===== src/common/alu_pkg.sv =====
package alu_pkg;

   // ----------------------------------------
   // sizes
   // ----------------------------------------
   localparam int DATA_W      = 16;
   localparam int TAG_W       = 4;
   localparam int NUM_PORTS   = 2;
   localparam int PORT_W      = 1;
   localparam int REQ_DEPTH   = 4;        // also the requester's initial credits.
   localparam int RSP_CREDITS = 2;        // response credits held per port.

   // ----------------------------------------
   // opcodes and payloads
   // ----------------------------------------
   typedef enum logic [1:0] {
      OP_ADD = 2'd0,
      OP_SUB = 2'd1,
      OP_MUL = 2'd2,
      OP_DIV = 2'd3
   } alu_op_e;

   typedef struct packed {
      alu_op_e           op;
      logic [DATA_W-1:0] a;
      logic [DATA_W-1:0] b;
      logic [TAG_W-1:0]  tag;
   } alu_req_t;

   typedef struct packed {
      logic [DATA_W-1:0] q;
      logic              ovf;
      logic [TAG_W-1:0]  tag;
   } alu_rsp_t;

endpackage


===== src/seq_alu/seq_alu.sv =====
module seq_alu
   import alu_pkg::*;
(
   input  logic     i_clk,
   input  logic     i_nrst,
   input  logic     i_start,
   input  alu_req_t i_req,
   output logic     o_busy,
   output logic     o_done,
   output alu_rsp_t o_rsp
);

   typedef enum logic [1:0] {
      ST_IDLE,
      ST_MUL,
      ST_DIV_SH,
      ST_DIV_CMP
   } state_e;

   state_e                    state;
   logic [$clog2(DATA_W)-1:0] cnt;       // divide step.

   logic                      is_mul;
   logic                      is_div;
   logic                      a_neg;
   logic                      b_neg;
   logic                      a_min;
   logic                      b_min;
   logic                      b_zero;
   logic                      early_ovf;
   logic [DATA_W-1:0]         a_mag;
   logic [DATA_W-1:0]         b_mag;
   logic [DATA_W:0]           addsub_ext;
   logic                      neg;

   logic [DATA_W:0]           acc;       // product magnitude so far.
   logic [DATA_W:0]           mcand;
   logic [DATA_W-1:0]         mplr;
   logic [DATA_W:0]           mcand_nx;
   logic [DATA_W:0]           prod_mag;
   logic [DATA_W:0]           limit;
   logic                      mul_last;
   logic                      mul_ovf;
   logic                      mul_stop;

   logic [DATA_W-1:0]         rem;
   logic [DATA_W-1:0]         dvnd;
   logic [DATA_W-1:0]         dvsr;
   logic [DATA_W-1:0]         quo;
   logic [DATA_W:0]           rem_diff;
   logic [DATA_W-1:0]         quo_nx;

   alu_rsp_t                  rsp_r;

   // ----------------------------------------
   // operand decode
   // ----------------------------------------
   assign is_mul     = (i_req.op == OP_MUL);
   assign is_div     = (i_req.op == OP_DIV);
   assign a_neg      = i_req.a[DATA_W-1];
   assign b_neg      = i_req.b[DATA_W-1];
   assign a_min      = a_neg & ~(|i_req.a[DATA_W-2:0]);
   assign b_min      = b_neg & ~(|i_req.b[DATA_W-2:0]);
   assign b_zero     = ~(|i_req.b);
   assign early_ovf  = a_min | b_min | (is_div & b_zero);
   assign a_mag      = a_neg ? -i_req.a : i_req.a;
   assign b_mag      = b_neg ? -i_req.b : i_req.b;

   // one guard bit, overflow when it disagrees with the sign.
   assign addsub_ext = (i_req.op == OP_SUB) ? {a_neg, i_req.a} - {b_neg, i_req.b}
                                            : {a_neg, i_req.a} + {b_neg, i_req.b};

   // ----------------------------------------
   // multiply step
   // ----------------------------------------
   assign limit    = neg ? {2'b01, {(DATA_W-1){1'b0}}} : {2'b00, {(DATA_W-1){1'b1}}};
   assign prod_mag = mplr[0] ? acc + mcand : acc;
   assign mcand_nx = mcand << 1;
   assign mul_last = ~(|mplr[DATA_W-1:1]);
   // remaining multiplier bits add at least the shifted multiplicand.
   assign mul_ovf  = (prod_mag > limit) | (~mul_last & (mcand_nx > limit));
   assign mul_stop = mul_ovf | mul_last;

   // ----------------------------------------
   // divide step
   // ----------------------------------------
   assign rem_diff = {1'b0, rem} - {1'b0, dvsr};
   assign quo_nx   = {quo[DATA_W-2:0], ~rem_diff[DATA_W]};

   always_ff @(posedge i_clk or negedge i_nrst) begin
      if (!i_nrst) begin
         state  <= ST_IDLE;
         cnt    <= '0;
         o_done <= 1'b0;
      end else begin
         o_done <= 1'b0;
         case (state)
            ST_IDLE: begin
               if (i_start) begin
                  if (!(is_mul | is_div) | early_ovf) begin
                     o_done <= 1'b1;
                  end else if (is_mul) begin
                     state <= ST_MUL;
                  end else begin
                     state <= ST_DIV_CMP;    // first shift is done at start.
                     cnt   <= '0;
                  end
               end
            end
            ST_MUL: begin
               if (mul_stop) begin
                  state  <= ST_IDLE;
                  o_done <= 1'b1;
               end
            end
            ST_DIV_SH: begin
               state <= ST_DIV_CMP;
            end
            ST_DIV_CMP: begin
               if (cnt == DATA_W-1) begin
                  state  <= ST_IDLE;
                  o_done <= 1'b1;
               end else begin
                  state <= ST_DIV_SH;
                  cnt   <= cnt + 1'b1;
               end
            end
         endcase
      end
   end

   always_ff @(posedge i_clk) begin
      case (state)
         ST_IDLE: begin
            if (i_start) begin
               rsp_r.tag <= i_req.tag;
               neg       <= a_neg ^ b_neg;
               acc       <= '0;
               mcand     <= {1'b0, b_mag};
               mplr      <= a_mag;
               rem       <= {{(DATA_W-1){1'b0}}, a_mag[DATA_W-1]};
               dvnd      <= a_mag << 1;
               dvsr      <= b_mag;
               quo       <= '0;
               if (is_mul | is_div) begin
                  rsp_r.q   <= '0;
                  rsp_r.ovf <= early_ovf;
               end else begin
                  rsp_r.q   <= addsub_ext[DATA_W-1:0];
                  rsp_r.ovf <= addsub_ext[DATA_W] ^ addsub_ext[DATA_W-1];
               end
            end
         end
         ST_MUL: begin
            acc   <= prod_mag;
            mcand <= mcand_nx;
            mplr  <= mplr >> 1;
            if (mul_stop) begin
               rsp_r.ovf <= mul_ovf;
               rsp_r.q   <= neg ? -prod_mag[DATA_W-1:0] : prod_mag[DATA_W-1:0];
            end
         end
         ST_DIV_SH: begin
            rem  <= {rem[DATA_W-2:0], dvnd[DATA_W-1]};
            dvnd <= dvnd << 1;
         end
         ST_DIV_CMP: begin
            quo <= quo_nx;
            if (!rem_diff[DATA_W]) begin
               rem <= rem_diff[DATA_W-1:0];   // restore skipped on borrow.
            end
            if (cnt == DATA_W-1) begin
               rsp_r.q <= neg ? -quo_nx : quo_nx;
            end
         end
      endcase
   end

   assign o_busy = (state != ST_IDLE);
   assign o_rsp  = rsp_r;

endmodule


===== src/rtl/credit_fifo.sv =====
module credit_fifo
   import alu_pkg::*;
#(
   parameter type payload_t = alu_req_t
) (
   input  logic     i_clk,
   input  logic     i_nrst,
   input  logic     i_push,
   input  payload_t i_data,
   input  logic     i_pop,
   output logic     o_nempty,
   output payload_t o_data,
   output logic     o_credit
);

   logic [$clog2(REQ_DEPTH)-1:0] wr_ptr;
   logic [$clog2(REQ_DEPTH)-1:0] rd_ptr;
   logic [$clog2(REQ_DEPTH):0]   count;
   logic                         pop_ok;
   payload_t                     mem [REQ_DEPTH];

   assign o_nempty = (count != '0);
   assign pop_ok   = i_pop & o_nempty;
   assign o_data   = mem[rd_ptr];
   assign o_credit = pop_ok;        // one slot freed.

   always_ff @(posedge i_clk or negedge i_nrst) begin
      if (!i_nrst) begin
         wr_ptr <= '0;
         rd_ptr <= '0;
         count  <= '0;
      end else begin
         if (i_push) begin
            wr_ptr <= (wr_ptr == REQ_DEPTH-1) ? '0 : wr_ptr + 1'b1;
         end
         if (pop_ok) begin
            rd_ptr <= (rd_ptr == REQ_DEPTH-1) ? '0 : rd_ptr + 1'b1;
         end
         case ({i_push, pop_ok})
            2'b10:   count <= count + 1'b1;
            2'b01:   count <= count - 1'b1;
            default: count <= count;
         endcase
      end
   end

   always_ff @(posedge i_clk) begin
      if (i_push) begin
         mem[wr_ptr] <= i_data;
      end
   end

endmodule


===== src/rtl/rr_arbiter.sv =====
module rr_arbiter
   import alu_pkg::*;
(
   input  logic                 i_clk,
   input  logic                 i_nrst,
   input  logic [NUM_PORTS-1:0] i_nempty,
   input  alu_req_t             i_head0,
   input  alu_req_t             i_head1,
   input  logic [NUM_PORTS-1:0] i_may_issue,
   input  logic                 i_busy,
   output logic [NUM_PORTS-1:0] o_pop,
   output logic                 o_start,
   output alu_req_t             o_req,
   output logic [PORT_W-1:0]    o_port
);

   logic [NUM_PORTS-1:0] elig;
   logic [PORT_W-1:0]    last_grant;
   logic [PORT_W-1:0]    pick;

   assign elig    = i_nempty & i_may_issue;
   assign o_start = ~i_busy & (|elig);

   // the port not granted last time goes first.
   assign pick    = elig[~last_grant] ? ~last_grant : last_grant;
   assign o_port  = pick;
   assign o_req   = pick ? i_head1 : i_head0;

   always_comb begin
      o_pop = '0;
      if (o_start) begin
         o_pop[pick] = 1'b1;
      end
   end

   always_ff @(posedge i_clk or negedge i_nrst) begin
      if (!i_nrst) begin
         last_grant <= 1'b1;          // port 0 first after reset.
      end else if (o_start) begin
         last_grant <= pick;
      end
   end

endmodule


===== src/rtl/resp_return.sv =====
module resp_return
   import alu_pkg::*;
(
   input  logic                 i_clk,
   input  logic                 i_nrst,
   input  logic                 i_start,
   input  logic [PORT_W-1:0]    i_port,
   input  logic                 i_done,
   input  alu_rsp_t             i_rsp,
   input  logic [NUM_PORTS-1:0] i_rsp_credit,
   output logic [NUM_PORTS-1:0] o_may_issue,
   output logic [NUM_PORTS-1:0] o_rsp_valid,
   output alu_rsp_t             o_rsp
);

   typedef logic [$clog2(RSP_CREDITS+1)-1:0] cred_t;

   cred_t             credits [NUM_PORTS];   // unreserved response credits.
   logic [PORT_W-1:0] port_q;

   always_comb begin
      for (int p = 0; p < NUM_PORTS; p++) begin
         o_may_issue[p] = (credits[p] != '0);
      end
   end

   // ----------------------------------------
   // credit counters, reserved at issue
   // ----------------------------------------
   always_ff @(posedge i_clk or negedge i_nrst) begin
      if (!i_nrst) begin
         for (int p = 0; p < NUM_PORTS; p++) begin
            credits[p] <= cred_t'(RSP_CREDITS);
         end
      end else begin
         for (int p = 0; p < NUM_PORTS; p++) begin
            case ({i_start && (i_port == PORT_W'(p)), i_rsp_credit[p]})
               2'b10:   credits[p] <= credits[p] - 1'b1;
               2'b01:   credits[p] <= credits[p] + 1'b1;
               default: credits[p] <= credits[p];
            endcase
         end
      end
   end

   // ----------------------------------------
   // delivery
   // ----------------------------------------
   always_ff @(posedge i_clk or negedge i_nrst) begin
      if (!i_nrst) begin
         port_q      <= '0;
         o_rsp_valid <= '0;
      end else begin
         o_rsp_valid <= '0;
         if (i_done) begin
            o_rsp_valid[port_q] <= 1'b1;   // port of the op now finishing.
         end
         if (i_start) begin
            port_q <= i_port;
         end
      end
   end

   always_ff @(posedge i_clk) begin
      if (i_done) begin
         o_rsp <= i_rsp;
      end
   end

endmodule


===== src/rtl/alu_hub.sv =====
module alu_hub
   import alu_pkg::*;
(
   input  logic              i_clk,
   input  logic              i_nrst,

   input  logic              i_req_valid_0,
   input  alu_op_e           i_req_op_0,
   input  logic [DATA_W-1:0] i_req_a_0,
   input  logic [DATA_W-1:0] i_req_b_0,
   input  logic [TAG_W-1:0]  i_req_tag_0,
   output logic              o_req_credit_0,
   output logic              o_rsp_valid_0,
   output logic [DATA_W-1:0] o_rsp_q_0,
   output logic              o_rsp_ovf_0,
   output logic [TAG_W-1:0]  o_rsp_tag_0,
   input  logic              i_rsp_credit_0,

   input  logic              i_req_valid_1,
   input  alu_op_e           i_req_op_1,
   input  logic [DATA_W-1:0] i_req_a_1,
   input  logic [DATA_W-1:0] i_req_b_1,
   input  logic [TAG_W-1:0]  i_req_tag_1,
   output logic              o_req_credit_1,
   output logic              o_rsp_valid_1,
   output logic [DATA_W-1:0] o_rsp_q_1,
   output logic              o_rsp_ovf_1,
   output logic [TAG_W-1:0]  o_rsp_tag_1,
   input  logic              i_rsp_credit_1
);

   alu_req_t             req_in0;
   alu_req_t             req_in1;
   alu_req_t             head0;
   alu_req_t             head1;
   alu_req_t             alu_req;
   alu_rsp_t             alu_rsp;
   alu_rsp_t             rsp;
   logic [NUM_PORTS-1:0] nempty;
   logic [NUM_PORTS-1:0] pop;
   logic [NUM_PORTS-1:0] req_credit;
   logic [NUM_PORTS-1:0] may_issue;
   logic [NUM_PORTS-1:0] rsp_valid;
   logic                 alu_start;
   logic                 alu_busy;
   logic                 alu_done;
   logic [PORT_W-1:0]    issue_port;

   assign req_in0 = '{op: i_req_op_0, a: i_req_a_0, b: i_req_b_0, tag: i_req_tag_0};
   assign req_in1 = '{op: i_req_op_1, a: i_req_a_1, b: i_req_b_1, tag: i_req_tag_1};

   // ----------------------------------------
   // request queues
   // ----------------------------------------
   credit_fifo #(.payload_t(alu_req_t)) u_req_q0 (
      .i_clk    (i_clk),
      .i_nrst   (i_nrst),
      .i_push   (i_req_valid_0),
      .i_data   (req_in0),
      .i_pop    (pop[0]),
      .o_nempty (nempty[0]),
      .o_data   (head0),
      .o_credit (req_credit[0])
   );

   credit_fifo #(.payload_t(alu_req_t)) u_req_q1 (
      .i_clk    (i_clk),
      .i_nrst   (i_nrst),
      .i_push   (i_req_valid_1),
      .i_data   (req_in1),
      .i_pop    (pop[1]),
      .o_nempty (nempty[1]),
      .o_data   (head1),
      .o_credit (req_credit[1])
   );

   // ----------------------------------------
   // issue, execute, return
   // ----------------------------------------
   rr_arbiter u_arb (
      .i_clk       (i_clk),
      .i_nrst      (i_nrst),
      .i_nempty    (nempty),
      .i_head0     (head0),
      .i_head1     (head1),
      .i_may_issue (may_issue),
      .i_busy      (alu_busy),
      .o_pop       (pop),
      .o_start     (alu_start),
      .o_req       (alu_req),
      .o_port      (issue_port)
   );

   seq_alu u_alu (
      .i_clk   (i_clk),
      .i_nrst  (i_nrst),
      .i_start (alu_start),
      .i_req   (alu_req),
      .o_busy  (alu_busy),
      .o_done  (alu_done),
      .o_rsp   (alu_rsp)
   );

   resp_return u_ret (
      .i_clk        (i_clk),
      .i_nrst       (i_nrst),
      .i_start      (alu_start),
      .i_port       (issue_port),
      .i_done       (alu_done),
      .i_rsp        (alu_rsp),
      .i_rsp_credit ({i_rsp_credit_1, i_rsp_credit_0}),
      .o_may_issue  (may_issue),
      .o_rsp_valid  (rsp_valid),
      .o_rsp        (rsp)
   );

   // result fields are shared, each valid qualifies its own port.
   assign o_req_credit_0 = req_credit[0];
   assign o_req_credit_1 = req_credit[1];
   assign o_rsp_valid_0  = rsp_valid[0];
   assign o_rsp_valid_1  = rsp_valid[1];
   assign o_rsp_q_0      = rsp.q;
   assign o_rsp_q_1      = rsp.q;
   assign o_rsp_ovf_0    = rsp.ovf;
   assign o_rsp_ovf_1    = rsp.ovf;
   assign o_rsp_tag_0    = rsp.tag;
   assign o_rsp_tag_1    = rsp.tag;

endmodule


===== config.mk =====
export PLATFORM = sky130hd
export DESIGN_NAME = alu_hub
export DESIGN_NICKNAME = d
export VERILOG_FILES = /design/src/common/alu_pkg.sv /design/src/seq_alu/seq_alu.sv /design/src/rtl/credit_fifo.sv /design/src/rtl/rr_arbiter.sv /design/src/rtl/resp_return.sv /design/src/rtl/alu_hub.sv
export SDC_FILE = /design/constraint.sdc
export NUM_CORES = 1
export LEC_CHECK = 0
export BUFFER_PORTS_ARGS = -buffer_cell sky130_fd_sc_hd__buf_4
export CORE_ASPECT_RATIO = 1.2
export CORE_MARGIN = 4
export CORE_UTILIZATION = 47
export CTS_CLUSTER_SIZE = 20
export DETAILED_ROUTE_END_ITERATION = 16
export HOLD_SLACK_MARGIN = 0.03
export PLACE_DENSITY = 0.69
export SKIP_LAST_GASP = 1
export SYNTH_ARGS = -nofsm -noshare
export SYNTH_HDL_FRONTEND = slang
export SYNTH_SLANG_ARGS = --single-unit
export TNS_END_PERCENT = 100

===== constraint.sdc =====
create_clock -name i_clk -period 12.52 [get_ports i_clk]
set_input_delay 1.252 -clock i_clk [delete_from_list [all_inputs] [get_ports i_clk]]
set_output_delay 1.252 -clock i_clk [all_outputs]
set_load 0.01 [all_outputs]

---- Word level (Yosys, flattened, before mapping) ----
Memory sizes are Yosys's and may differ from the RTL's.
Index checks and enable logic that the tools add are counted.
W data, S select, Z words.
cells by class
  mux-type cells .......................... 64
  reductions and logical operators ........ 34
  $mul .................................... 0
  bitwise operators ....................... 24
  eq/ne operators ......................... 26
  shift-type cells ........................ 0
  add/sub/neg operators ................... 21
  magnitude comparators ................... 7
  divide/modulo/power cells ............... 0
operator list
  operator               number
  $mux W16               10
  $mux W17               6
  $pmux W16 S3           2
  $pmux W17 S2           2
  $neg A16 Y16           4
  $pmux W16 S2           2
  $reduce_or A15 Y1      3
  $mux W38               1
  $gt A17 B17 Y1         2
  $sub A16 B16 Y17       2
  $pmux W15 S2           1
  $eq A2 B2 Y1 const B   12
  $mux W2                11
  $mux W21               1
  $reduce_bool A2 Y1     10
  $add A16 B16 Y17       1
  $add A17 B17 Y17       1
  $mux W4                4
  $reduce_or A16 Y1      1
  $mux W15               1
  $mux W1                13
  $add A2 B1 Y2 const B  6
  $eq A2 B1 Y1 const B   6
  $pmux W3 S2            2
  29 further kinds       72
word-level totals
  bits in read-only memories .............. 0
  output and inout port bits .............. 46
  flip-flop bits (word level) ............. 185
  memories kept ........................... 2
  RAM bits ................................ 304
  latch bits .............................. 0
memories
  memory        words  bits a word  read ports  clocked after memory_dff  write ports  line               source
  u_req_q0.mem  4      38           1           0                         1            credit_fifo.sv:20  payload_t mem [REQ_DEPTH];
  u_req_q1.mem  4      38           1           0                         1            credit_fifo.sv:20

---- Longest topological paths before layout ----
Gate-level depths: netlist (run 1).
  word-level depth ........................ 15
  depth in mapped cells ................... 21

---- Modules after synthesis ----
Synthesis (run 1) repeated with hierarchy kept, for this count alone.
unflattened totals
  cell total of the unflattened synthesis .. 1679
  area, all modules ....................... 24183.2 um2
by module, submodules not included
  module       cells each  sequential area each (um2)  area each (um2)  times used
  credit_fifo  238         4739.5                      5959.5           2
  seq_alu      1082        4199.0                      10588.9          1
  resp_return  46          808.3                       937.1            1
  rr_arbiter   54          26.3                        580.6            1
  alu_hub      21          0.0                         157.7            1

---- Worst setup path before layout (run 1) ----
No wires, ideal clock.
  kind .................................... register -> register
  from .................................... register u_req_q0.count[1]
  to ...................................... register u_alu.rsp_r, in the netlist u_alu.o_rsp[19] (data pin)
  setup time .............................. 0.270 ns
  cell stages (with the launch flop) ...... 21
  buffers on the path ..................... 4
  setup slack ............................. 7.870 ns
  arrival time ............................ 4.379 ns
  cell sequence ........................... dfrtp_1 o32a_1 mux2i_4 buf_6 buf_12 buf_12 mux2i_4 or2_1 clkbuf_1 nand2_1 xnor2_1 ha_1 o21a_1 o21ai_0 a211oi_1 or3_1 a31o_2 a21oi_1 xnor2_1 nand2_1 o211ai_1
on the way
  longest elaborated chain between the ends .. 11
RTL lines
  item                                            line                           source
  start, declared                                 credit_fifo.sv:18              logic [$clog2(REQ_DEPTH):0] count;
  start signal, assigned                          credit_fifo.sv:40              2'b10: count <= count + 1'b1;
  start signal, assigned                          credit_fifo.sv:41              2'b01: count <= count - 1'b1;
  start signal, assigned                          credit_fifo.sv:42              default: count <= count;
  $reduce_bool A3 Y1 (*)                          credit_fifo.sv:22              assign o_nempty = (count != '0);
  $and A2 B2 Y2 (*)                               rr_arbiter.sv:21               assign elig = i_nempty & i_may_issue;
  $mux W1 (not written as such) (*) (2 in a row)  rr_arbiter.sv:25               assign pick = elig[~last_grant] ? ~last_grant : last_grant;
  $mux W1 (*)                                     rr_arbiter.sv:25
  $mux W38 (*)                                    rr_arbiter.sv:27               assign o_req = pick ? i_head1 : i_head0;
  $add A16 B16 Y17 (tied with other cells)        seq_alu.sv:71                  : {a_neg, i_req.a} + {b_neg, i_req.b};
  $mux W17 or $or A1 B1 Y1 (tied branches)        seq_alu.sv:70, seq_alu.sv:145
  $mux W17 (*)                                    seq_alu.sv:145                 if (is_mul | is_div) begin
  $mux W21 (*)                                    seq_alu.sv:135                 if (i_start) begin
  $pmux W16 S3 (*)                                seq_alu.sv:133                 case (state)
  end, declared                                   seq_alu.sv:53                  alu_rsp_t rsp_r;
Every way passes the cells marked *; elsewhere a longest branch is shown, timed or not. The select of a mux whose other input is x is not followed.
A chain may end at the register's enable or synchronous reset.

---- Worst setup path in the final report (run 1) ----
  from .................................... register u_req_q0.count[0]
  to ...................................... register u_alu.rsp_r, in the netlist u_alu.o_rsp[4] (data pin)
on the way
  longest elaborated chain between the ends .. 14
RTL lines
  item                                                      line
  $reduce_bool A3 Y1 (*)                                    credit_fifo.sv:22
  $and A2 B2 Y2 (*)                                         rr_arbiter.sv:21
  $mux W1 (not written as such) (*) (2 in a row)            rr_arbiter.sv:25
  $mux W1 (*)                                               rr_arbiter.sv:25
  $mux W38 (*)                                              rr_arbiter.sv:27
  branches (longest 5 deep; another with $add A16 B16 Y17)  -
  $mux W17 (*)                                              seq_alu.sv:145
  $mux W21 (*)                                              seq_alu.sv:135
  $pmux W1 S2 (*)                                           seq_alu.sv:133
Mark *: on every way between the ends. The select of a mux whose other input is x is not followed.

==> out/metrics.cfg, run 1 <==
[run_status]
status = finished, final reports clean

[logic_synthesis]
synth_top_family_by_area = multiplexers
synth_area_per_cell_um2 = 13.91
synth_edf_count = 459
synthCells = 1737
yosysWarnings = 0
yosys.area_share.simple_pct = 9.911
synth_compound_area_share_pct = 6.882
synth_xor_area_share_pct = 3.977
synth-adder-area-share_pct = 5.593
synth_cell_types = 94
synth-main-ff-cell = edfxtp_1
synth_fp_nets = 1924
syn_area_um2 = 24160
yosys_register_bits = 488
ys_seq_area_share_pct = 60.06
async_flop_share_pct = 5.943
synth.mux.area_fraction_pct = 10.33

[setup_path]
cp-startpoint = u_req_q0.count[0]
crit_type = reg2reg
cp.depth = 20
worstReg2RegEnd = u_alu.o_rsp[4]
cp_num_buf_inv = 2
path_cells = o32a_1 -> mux2i_4 -> buf_4 -> mux2_2 -> inv_1 -> ha_1 -> nand4bb_1 -> nor2_1 -> nand2_1 -> nand2_1 -> xnor2_1 -> ha_1 -> a21o_1 -> a21o_1 -> a21o_1 -> a211o_1 -> a211oi_1 -> nor3_1 -> mux2i_1 -> nand2_1
reg2reg_slack_ps = 7120
worstPathMaxFanout = 45
reg2reg_depth = 20
crit_family = compound AO/OA/AOI/OAI gates
required_ps = 12860
crit_arrival_ps = 5730
slowest_stage = buf_4
critical-path-max-stage-delay_ps = 660
startpoint_type = flop
end_kind = flop
rr_startpoint = u_req_q0.count[0]
critPathCapture = u_alu.o_rsp[4]

[finish]
n_antenna_cell = 0
layout_commonest_cell = edfxtp_1
fin_nets = 2040
syn2layout_area_growth_pct = 12.20
most-common-layout-cells = edfxtp_1 (459), nand2_1 (219), buf_4 (145)
drive_above_1_share_pct = 18.08

[timing]
finalCriticalPeriod_ps = 5396
slew_viol_final = 0
fin_skew_ps = 16.87
hold_viol = 0
finalSetupTns_ps = 0
fin_crit_sh_pct = 43.10
max_freq_mhz = 185.3
finalSetupViolCount = 0
rsz0062_at_grt = no
tightestPinTransition_ps = 1167
slew_headroom_pct = 21.94

[floorplanning]
pin_count = 128
dieArea_um2 = 55120
die_h_um = 256.4
fp-row-count = 90
core_area_um2 = 50560
die_w_um = 215.0
start_util_pct = 47.79

[global_route]
grt_remaining_overflow = 0
antenna_found_initial = 2
grt_pass1_vias = 14570
grt_pass1_wl_um = 84260
grt_max_degree = 55
grt_usage_pct = 19.42

[clock_tree]
cts_resized = 0
cts_tree = yes
cts-root-buf = clkbuf_16
h-tree-depth = 2
post-cts-setup-buffer-count = 0
cts_buffers = 47
cts.sinks = 488
ctsHoldBuffers = 0
clk_latency_ps = 590
clk_path_buf_depth = 3
clkTransAtPathRegs_ps = 60

[placement]
io_buffers = 127
dp_hpwl_um = 38370
routabilityCongestion = 0.8888

[drt]
drt-total-wl_um = 54080
num_vias = 14290
routedWlPerCell_um = 21.38
final_antenna_net_count = 0
firstDrtPassIters = 5
drc = 0
drtIter0Drc = 953
viasPerCell = 5.649

[min_path]
hold_class = reg2reg

[job]
maxCapViolCount = 0

## flip-flops by register name, summed over array words and instances, names as in the netlist, 15 cells and up
register      cells
u_alu.mcand      17
u_alu.dvsr       16
u_req_q1.mem    152
u_alu.rem        16
u_ret.o_rsp      21
u_alu.mplr       16
u_req_q0.mem    152
u_alu.acc        17
u_alu.dvnd       15
u_alu.quo        15
u_alu.o_rsp      21
## worst min path at each step
stage | startpoint | endpoint | slack (ps) | cells after the start
finish | u_alu.o_rsp[9] | u_ret.o_rsp[9] | 420 | 0
CTS | u_alu.o_rsp[13] | u_ret.o_rsp[13] | 420 | 0
detailed placement | u_alu.o_rsp[13] | u_ret.o_rsp[13] | 400 | 0
global route | u_alu.o_rsp[18] | u_ret.o_rsp[18] | 430 | 0
floorplan | u_alu.o_rsp[0] | u_ret.o_rsp[0] | 400 | 0
global placement | u_alu.o_rsp[13] | u_ret.o_rsp[13] | 410 | 0
## cells in the mapped netlist, drive strengths merged, types with 5 or more instances
cell type,number,share of area (%)
ha,100,5.2
nand3,24,0.54
nand3b,8,0.25
a31oi,11,0.28
o21a,10,0.31
nor4,11,0.40
mux2i,46,2.3
mux4,77,7.4
a21o,30,0.93
clkbuf,36,0.56
or3,13,0.38
and2,20,0.52
o31ai,8,0.25
and4,5,0.18
nor2b,25,0.65
nand4,8,0.21
xor2,42,1.6
xnor2,66,2.4
nor3,29,0.67
nand2b,12,0.31
inv,80,1.2
a211oi,9,0.30
and3,23,0.60
mux2,14,0.65
a221oi,6,0.29
o21ai,64,1.3
a22oi,10,0.31
edfxtp,459,57
buf,42,1.4
nor2,83,1.3
nand2,221,3.4
fa,5,0.41
a21oi,50,1.0
o41ai,6,0.22
or2,5,0.14
dfrtp,26,2.7
## cell type report
type                    count  area (um^2)
flip-flops and latches    488        14520
well taps                 644        805.8
multi-input cells        1091         8884
fillers                  4117        23450
inverters                  80        300.3
clock inverters            18        265.3
repair buffers            145         1089
clock buffers              64         1250
## per-stage QoR
stage                     util [%]  setup slack (ps)  hold slack, ps  instance area, um^2  std cells
after global placement       50.62              7235           409.1                25590       2448
after global routing         53.62              6741           427.6                27110       2530
final                        53.62              7124           417.0                27110       2530
after CTS                    53.62              7124           418.2                27110       2530
after floorplan                  -              7870           400.3                24160       1737
after detailed placement     50.62              7159           404.5                25590       2448
## layer usage
layer / part of all wire, % / global-route usage, %
met3: 4.2 / 2.866
met5: 0.026 / 0
met2: 51 / 34.03
met4: 2.5 / 5.692
met1: 42 / 25.26
## cell families (layout without fill, tap and decap cells)
group | after synthesis | count (layout)
adders and majority gates | 105 | 105
buffers and inverters | 158 | 307
AOI/OAI and AO/OA | 246 | 246
xor gates and xnor gates | 108 | 108
muxes | 137 | 137
DFF | 488 | 488
and+or+nand+nor | 495 | 495
Power of run 1 is left out: the tool's default activity adds up to more than one toggle a clock period on the data nets, which glitch-free logic cannot reach.
==> run 2, diff against run 1 <==
- PLACE_DENSITY: 0.69 -> 0.71
- clock period: 12.52 -> 4.7 ns (I/O delays scaled with it)
==> out/metrics.cfg, run 2 (synthesized netlist as in run 1, its figures left out) <==
[finish]
syn2layout_area_growth_pct = 16.51  ; was 12.20%
layout_commonest_cell = edfxtp_1  ; unchanged
n_antenna_cell = 0  ; unchanged
fin_cells = 2623  ; was 2,530
reg_top3 = u_req_q0.mem (152), u_req_q1.mem (152)  ; unchanged
drive_above_1_share_pct = 23.60  ; was 18.08%
most-common-layout-cells = edfxtp_1 (459), buf_4 (222), nand2_1 (219)  ; was edfxtp_1 (459), nand2_1 (219), buf_4 (145)
fin_nets = 2126  ; was 2,040

[drt]
drt-total-wl_um = 56250  ; was 54,080 um
num_vias = 14880  ; was 14,290
firstDrtPassIters = 5  ; unchanged
drc = 0  ; unchanged
drtIter0Drc = 1115  ; was 953
final_antenna_net_count = 0  ; unchanged
routedWlPerCell_um = 21.44  ; was 21.38 um
viasPerCell = 5.671  ; was 5.649

[clock_tree]
clkTransAtPathRegs_ps = 60  ; about the same
clk_latency_ps = 600  ; was 590 ps
cts.sinks = 488  ; unchanged
clk_path_buf_depth = 3  ; unchanged
h-tree-depth = 2  ; unchanged
cts_tree = yes  ; unchanged
cts_buffers = 49  ; was 47
cts-root-buf = clkbuf_16  ; unchanged

[timing]
fin_skew_ps = 14.54  ; was 16.87 ps
finalSetupViolCount = 0  ; unchanged
slew_viol_final = 0  ; unchanged
max_freq_mhz = 217.9  ; was 185.3 MHz
fin_ws_ps = 111.7  ; was 7124 ps
slew_headroom_pct = 28.49  ; was 21.94%
tightestPinTransition_ps = 1073  ; was 1167 ps
holdWs_ps = 73.09  ; was 417.0 ps
hold_viol = 0  ; unchanged
finalCriticalPeriod_ps = 4588  ; was 5396 ps
fin_crit_sh_pct = 97.62  ; was 43.10%

[setup_path]
reg2reg_depth = 18  ; was 20
worstPathMaxFanout = 16  ; was 45
critPathCapture = u_alu.o_rsp[12]  ; was u_alu.o_rsp[4]
required_ps = 5050  ; was 12,860 ps
crit_type = reg2reg  ; unchanged
reg2reg_slack_ps = 110  ; was 7120 ps
startpoint_type = flop  ; unchanged
crit_arrival_ps = 4940  ; was 5730 ps
cp-startpoint = u_alu.mcand[0]  ; was u_req_q0.count[0]
rr_startpoint = u_alu.mcand[0]  ; was u_req_q0.count[0]
worstReg2RegEnd = u_alu.o_rsp[12]  ; was u_alu.o_rsp[4]
end_kind = flop  ; unchanged

[global_route]
grt_usage_pct = 20.08  ; was 19.42%
antenna_found_initial = 0  ; was 2
grt_pass1_wl_um = 87300  ; was 84,260 um
grt_remaining_overflow = 0  ; unchanged
grt_max_degree = 55  ; unchanged
grt_pass1_vias = 14980  ; was 14,570

[floorplanning]
dieArea_um2 = 55120  ; unchanged
die_w_um = 215.0  ; unchanged
die_h_um = 256.4  ; unchanged
start_util_pct = 47.79  ; unchanged
fp-row-count = 90  ; unchanged
core_area_um2 = 50560  ; unchanged
pin_count = 128  ; unchanged

[job]
maxCapViolCount = 0  ; unchanged

[run_status]
status = finished, final reports clean  ; unchanged

[min_path]
hold_class = in2reg  ; was reg2reg
hold_path_depth = 1  ; was 0

[placement]
io_buffers = 127  ; unchanged
routabilityCongestion = 0.9754  ; was 0.8888
dp_hpwl_um = 40340  ; was 38,370 um
pre_cts_slack_ps = -26.16  ; was 7159 ps
dp_cells = 2520  ; was 2,448

[run 2: changes by cell type in the layout (fill, tap and decap cells not counted), sizes merged]
cell and delta:
clkinv +5, bufinv +1, clkinvlp +2, buf +83, clkbuf +1, dlygate4sd3 +1
[run 2: repair_timing]
item	CTS	global route
gates cloned	0	0
gates resized for setup	7	31
hold endpoints to repair	26	0
pin swaps	1	7
buffers inserted	2	9
hold buffers	1	0
endpoints found under the setup margin	17	22
[run 2: worst min-delay path by stage]
stage	to	slack, ps	startpoint
floorplan	u_alu.cnt[0]	170	i_nrst
global placement	u_ret.o_rsp[0]	410	u_alu.o_rsp[0]
detailed placement	u_ret.o_rsp[2]	400	u_alu.o_rsp[2]
CTS	u_req_q0.mem[2][28]	40	i_req_a_0[8]
global route	u_req_q1.mem[3][25]	40	i_req_a_1[5]
finish	u_req_q0.mem[0][28]	70	i_req_a_0[8]
[run 2: critical path: stages (launching register included)]
cell and delay [ps]:
edfxtp_1 400, ha_2 230, fa_2 410, a211oi_4 300, buf_4 170, nor2_1 50, o31ai_1 360, ha_1 310
and3_1 170, o21ai_0 90, nand2_1 80, a221o_1 350, a221o_1 340, a21o_1 180, a32oi_2 250, a31oi_2 160
a21oi_2 150, nand2_1 120, buf_12 210
[run 2: per-stage QoR]
stage	area, um^2	util (%)	setup TNS, ps
2_1_floorplan	24160	-	0
3_3_place_gp	26170	51.76	0
3_5_place_dp	26170	51.76	-396.1
4_1_cts	27960	55.31	0
5_1_grt	28150	55.68	-452.1
6_report	28150	55.68	0
[run 2: layout make-up]
type / instances / area [um^2]
clock buffer: 65 / 1378
clock inverter: 26 / 345.3
fill: 3966 / 22410
inverter: 80 / 300.3
multi-input combinational: 1091 / 9026
sequential: 488 / 14520
tap: 644 / 805.8
timing repair buffer: 229 / 1779
[run 2: routing by layer]
layer	global-route usage, %	wire length [um]	vias to the layer above
met5	0	0	-
met4	5.763	1706	0
met3	3.541	2736	113
met2	35.07	28900	401
met1	25.93	22910	7429
li1	-	-	6933
Power of run 2 is left out for the same reason.
==> run 3, diff against run 2 <==
- CORE_MARGIN: 4 -> 10
==> out/metrics.cfg, run 3 (synthesized netlist as in run 1, its figures left out) <==
[finish]
utilization_pct = 55.69  ; was 55.68%
layout_commonest_cell = edfxtp_1  ; unchanged
final_area_um2 = 28160  ; was 28,150 um^2
layout.area.seq_um2 = 14520  ; about the same
reg_top3 = u_req_q0.mem (152), u_req_q1.mem (152)  ; unchanged
n_antenna_cell = 0  ; unchanged
most-common-layout-cells = edfxtp_1 (459), buf_4 (228), nand2_1 (218)  ; was edfxtp_1 (459), buf_4 (222), nand2_1 (219)
fin_nets = 2129  ; was 2,126
multi_input_area_um2 = 9072  ; was 9026 um^2
fillers = 3923  ; was 3,966
drive_above_1_share_pct = 23.62  ; was 23.60%
syn2layout_area_growth_pct = 16.54  ; was 16.51%

[setup_path]
worstReg2RegEnd = u_alu.o_rsp[18]  ; was u_alu.o_rsp[12]
path_cells = ha_4 -> fa_2 -> a211oi_4 -> o21ai_2 -> a21oi_2 -> nand3b_1 -> nand3_2 -> ha_4 -> a21o_1 -> a21o_1 -> a21o_1 -> a21o_1 -> a221o_1 -> a21o_1 -> a32oi_2 -> a31oi_4 -> a21oi_2 -> nand2_2 -> clkbuf_16  ; was ha_2 -> fa_2 -> a211oi_4 -> buf_4 -> nor2_1 -> o31ai_1 -> ha_1 -> and3_1 -> o21ai_0 -> nand2_1 -> a221o_1 -> a221o_1 -> a21o_1 -> a32oi_2 -> a31oi_2 -> a21oi_2 -> nand2_1 -> buf_12
cp.depth = 19  ; was 18
cp_num_buf_inv = 1  ; was 2
critical-path-max-stage-delay_ps = 450  ; was 410 ps
crit_arrival_ps = 4870  ; was 4940 ps
reg2reg_depth = 19  ; was 18
startpoint_type = flop  ; unchanged
slowest_stage = edfxtp_1  ; was fa_2
cp-startpoint = u_alu.mcand[0]  ; unchanged
crit_family = compound AO/OA/AOI/OAI gates  ; unchanged
end_kind = flop  ; unchanged
crit_type = reg2reg  ; unchanged
critPathCapture = u_alu.o_rsp[18]  ; was u_alu.o_rsp[12]
cp_common_cell = a21o_1
rr_startpoint = u_alu.mcand[0]  ; unchanged
required_ps = 5050  ; about the same
reg2reg_slack_ps = 180  ; was 110 ps
worstPathMaxFanout = 8  ; was 16

[timing]
finalSetupViolCount = 0  ; unchanged
slew_viol_final = 0  ; unchanged
fin_ws_ps = 184.0  ; was 111.7 ps
fin_crit_sh_pct = 96.08  ; was 97.62%
tightestPinTransition_ps = 1101  ; was 1073 ps
fin_skew_ps = 24.36  ; was 14.54 ps
hold_viol = 0  ; unchanged
finalCriticalPeriod_ps = 4516  ; was 4588 ps
slew_headroom_pct = 26.32  ; was 28.49%
max_freq_mhz = 221.4  ; was 217.9 MHz

[drt]
final_antenna_net_count = 0  ; unchanged
viasPerCell = 5.659  ; was 5.671
drtIter0Drc = 1032  ; was 1,115
routedWlPerCell_um = 21.82  ; was 21.44 um
drt-total-wl_um = 57270  ; was 56,250 um
firstDrtPassIters = 5  ; unchanged
drc = 0  ; unchanged
num_vias = 14860  ; was 14,880

[floorplanning]
pin_count = 128  ; unchanged
die_h_um = 268.4  ; was 256.4 um
core_area_um2 = 50560  ; unchanged
die_w_um = 227.0  ; was 215.0 um
fp-row-count = 90  ; unchanged
start_util_pct = 47.79  ; unchanged
dieArea_um2 = 60920  ; was 55,120 um^2

[clock_tree]
cts_tree = yes  ; unchanged
cts-root-buf = clkbuf_16  ; unchanged
h-tree-depth = 2  ; unchanged
clk_path_buf_depth = 3  ; unchanged
cts_buffers = 47  ; was 49
cts.sinks = 488  ; unchanged
clk_latency_ps = 600  ; about the same
clkTransAtPathRegs_ps = 70  ; was 60 ps

[placement]
place_area_um2 = 26170  ; about the same
dp_hpwl_um = 41800  ; was 40,340 um
io_buffers = 127  ; unchanged
routabilityCongestion = 1.006  ; was 0.9754
pre_cts_slack_ps = -35.40  ; was -26.16 ps

[global_route]
grt_pass1_vias = 14970  ; was 14,980
grt_pass1_wl_um = 87820  ; was 87,300 um
antenna_found_initial = 0  ; unchanged
grt_usage_pct = 18.72  ; was 20.08%
grt_remaining_overflow = 0  ; unchanged
grt_max_degree = 51  ; was 55

[min_path]
hold_class = in2reg  ; unchanged

[run_status]
status = finished, final reports clean  ; unchanged

[job]
maxCapViolCount = 0  ; unchanged

-- run 3: changes by cell type in the layout (fill, tap and decap cells not counted), moves of 2 or more --
cell      previous run  this run
clkbuf_8             7         0
buf_4              222       228
clkinv_2             7        11
clkinv_1             4         6
dfrtp_2              3         1
mux2i_1             30        32
mux2i_2             12        10
nand3_1             19        21
nand3_2              5         3
-- run 3: metal layers --
layer / vias to the layer above / GRT usage, % / routed length [um]
met4: 0 / 5.680 / 1544
met1: 7369 / 22.67 / 22690
li1: 6956 / - / -
met2: 439 / 33.69 / 29990
met3: 92 / 2.956 / 3036
met5: - / 0 / 0
-- run 3: worst min path at each step --
stage,slack (ps),cells past startpoint,start,to
2_1_floorplan,170,0,i_nrst,u_alu.cnt[0]
3_3_place_gp,410,0,u_alu.o_rsp[2],u_ret.o_rsp[2]
3_5_place_dp,400,0,u_alu.o_rsp[0],u_ret.o_rsp[0]
4_1_cts,50,1,i_req_b_0[12],u_req_q0.mem[0][16]
5_1_grt,50,1,i_req_b_0[14],u_req_q0.mem[2][18]
6_report,70,1,i_req_b_0[14],u_req_q0.mem[1][18]
-- run 3: final cells by class --
class	instances	area share, %
timing repair buffer	234	6.456
inverter	80	1.066
clock inverter	33	1.484
sequential	488	51.56
multi-input combinational	1091	32.22
clock buffer	55	4.359
tap	644	2.861
-- run 3: what timing repair did --
action	in CTS	in global routing
setup endpoints to repair	17	22
setup buffers	0	13
endpoints found under the hold margin	26	0
hold buffers	1	0
cloned	0	1
resized for setup	3	37
pin swaps	0	16
-- run 3: stage by stage --
step	setup TNS (ps)	std cells	hold WS (ps)
2_1_floorplan	0	1737	174.4
3_3_place_gp	0	2522	406.6
3_5_place_dp	-35.40	2522	404.5
4_1_cts	0	2611	45.68
5_1_grt	-153.3	2625	54.62
6_report	0	2625	71.03
-- run 3: worst register-to-register path, delay by kind of cell (launching register included) --
family,cells,cell delay (ps)
buffers and inverters,1,230
DFF,1,450
AOI/OAI and AO/OA,12,2300
adders and majority gates,3,860
and+or+nand+nor,3,430
Power of run 3 is left out for the same reason.
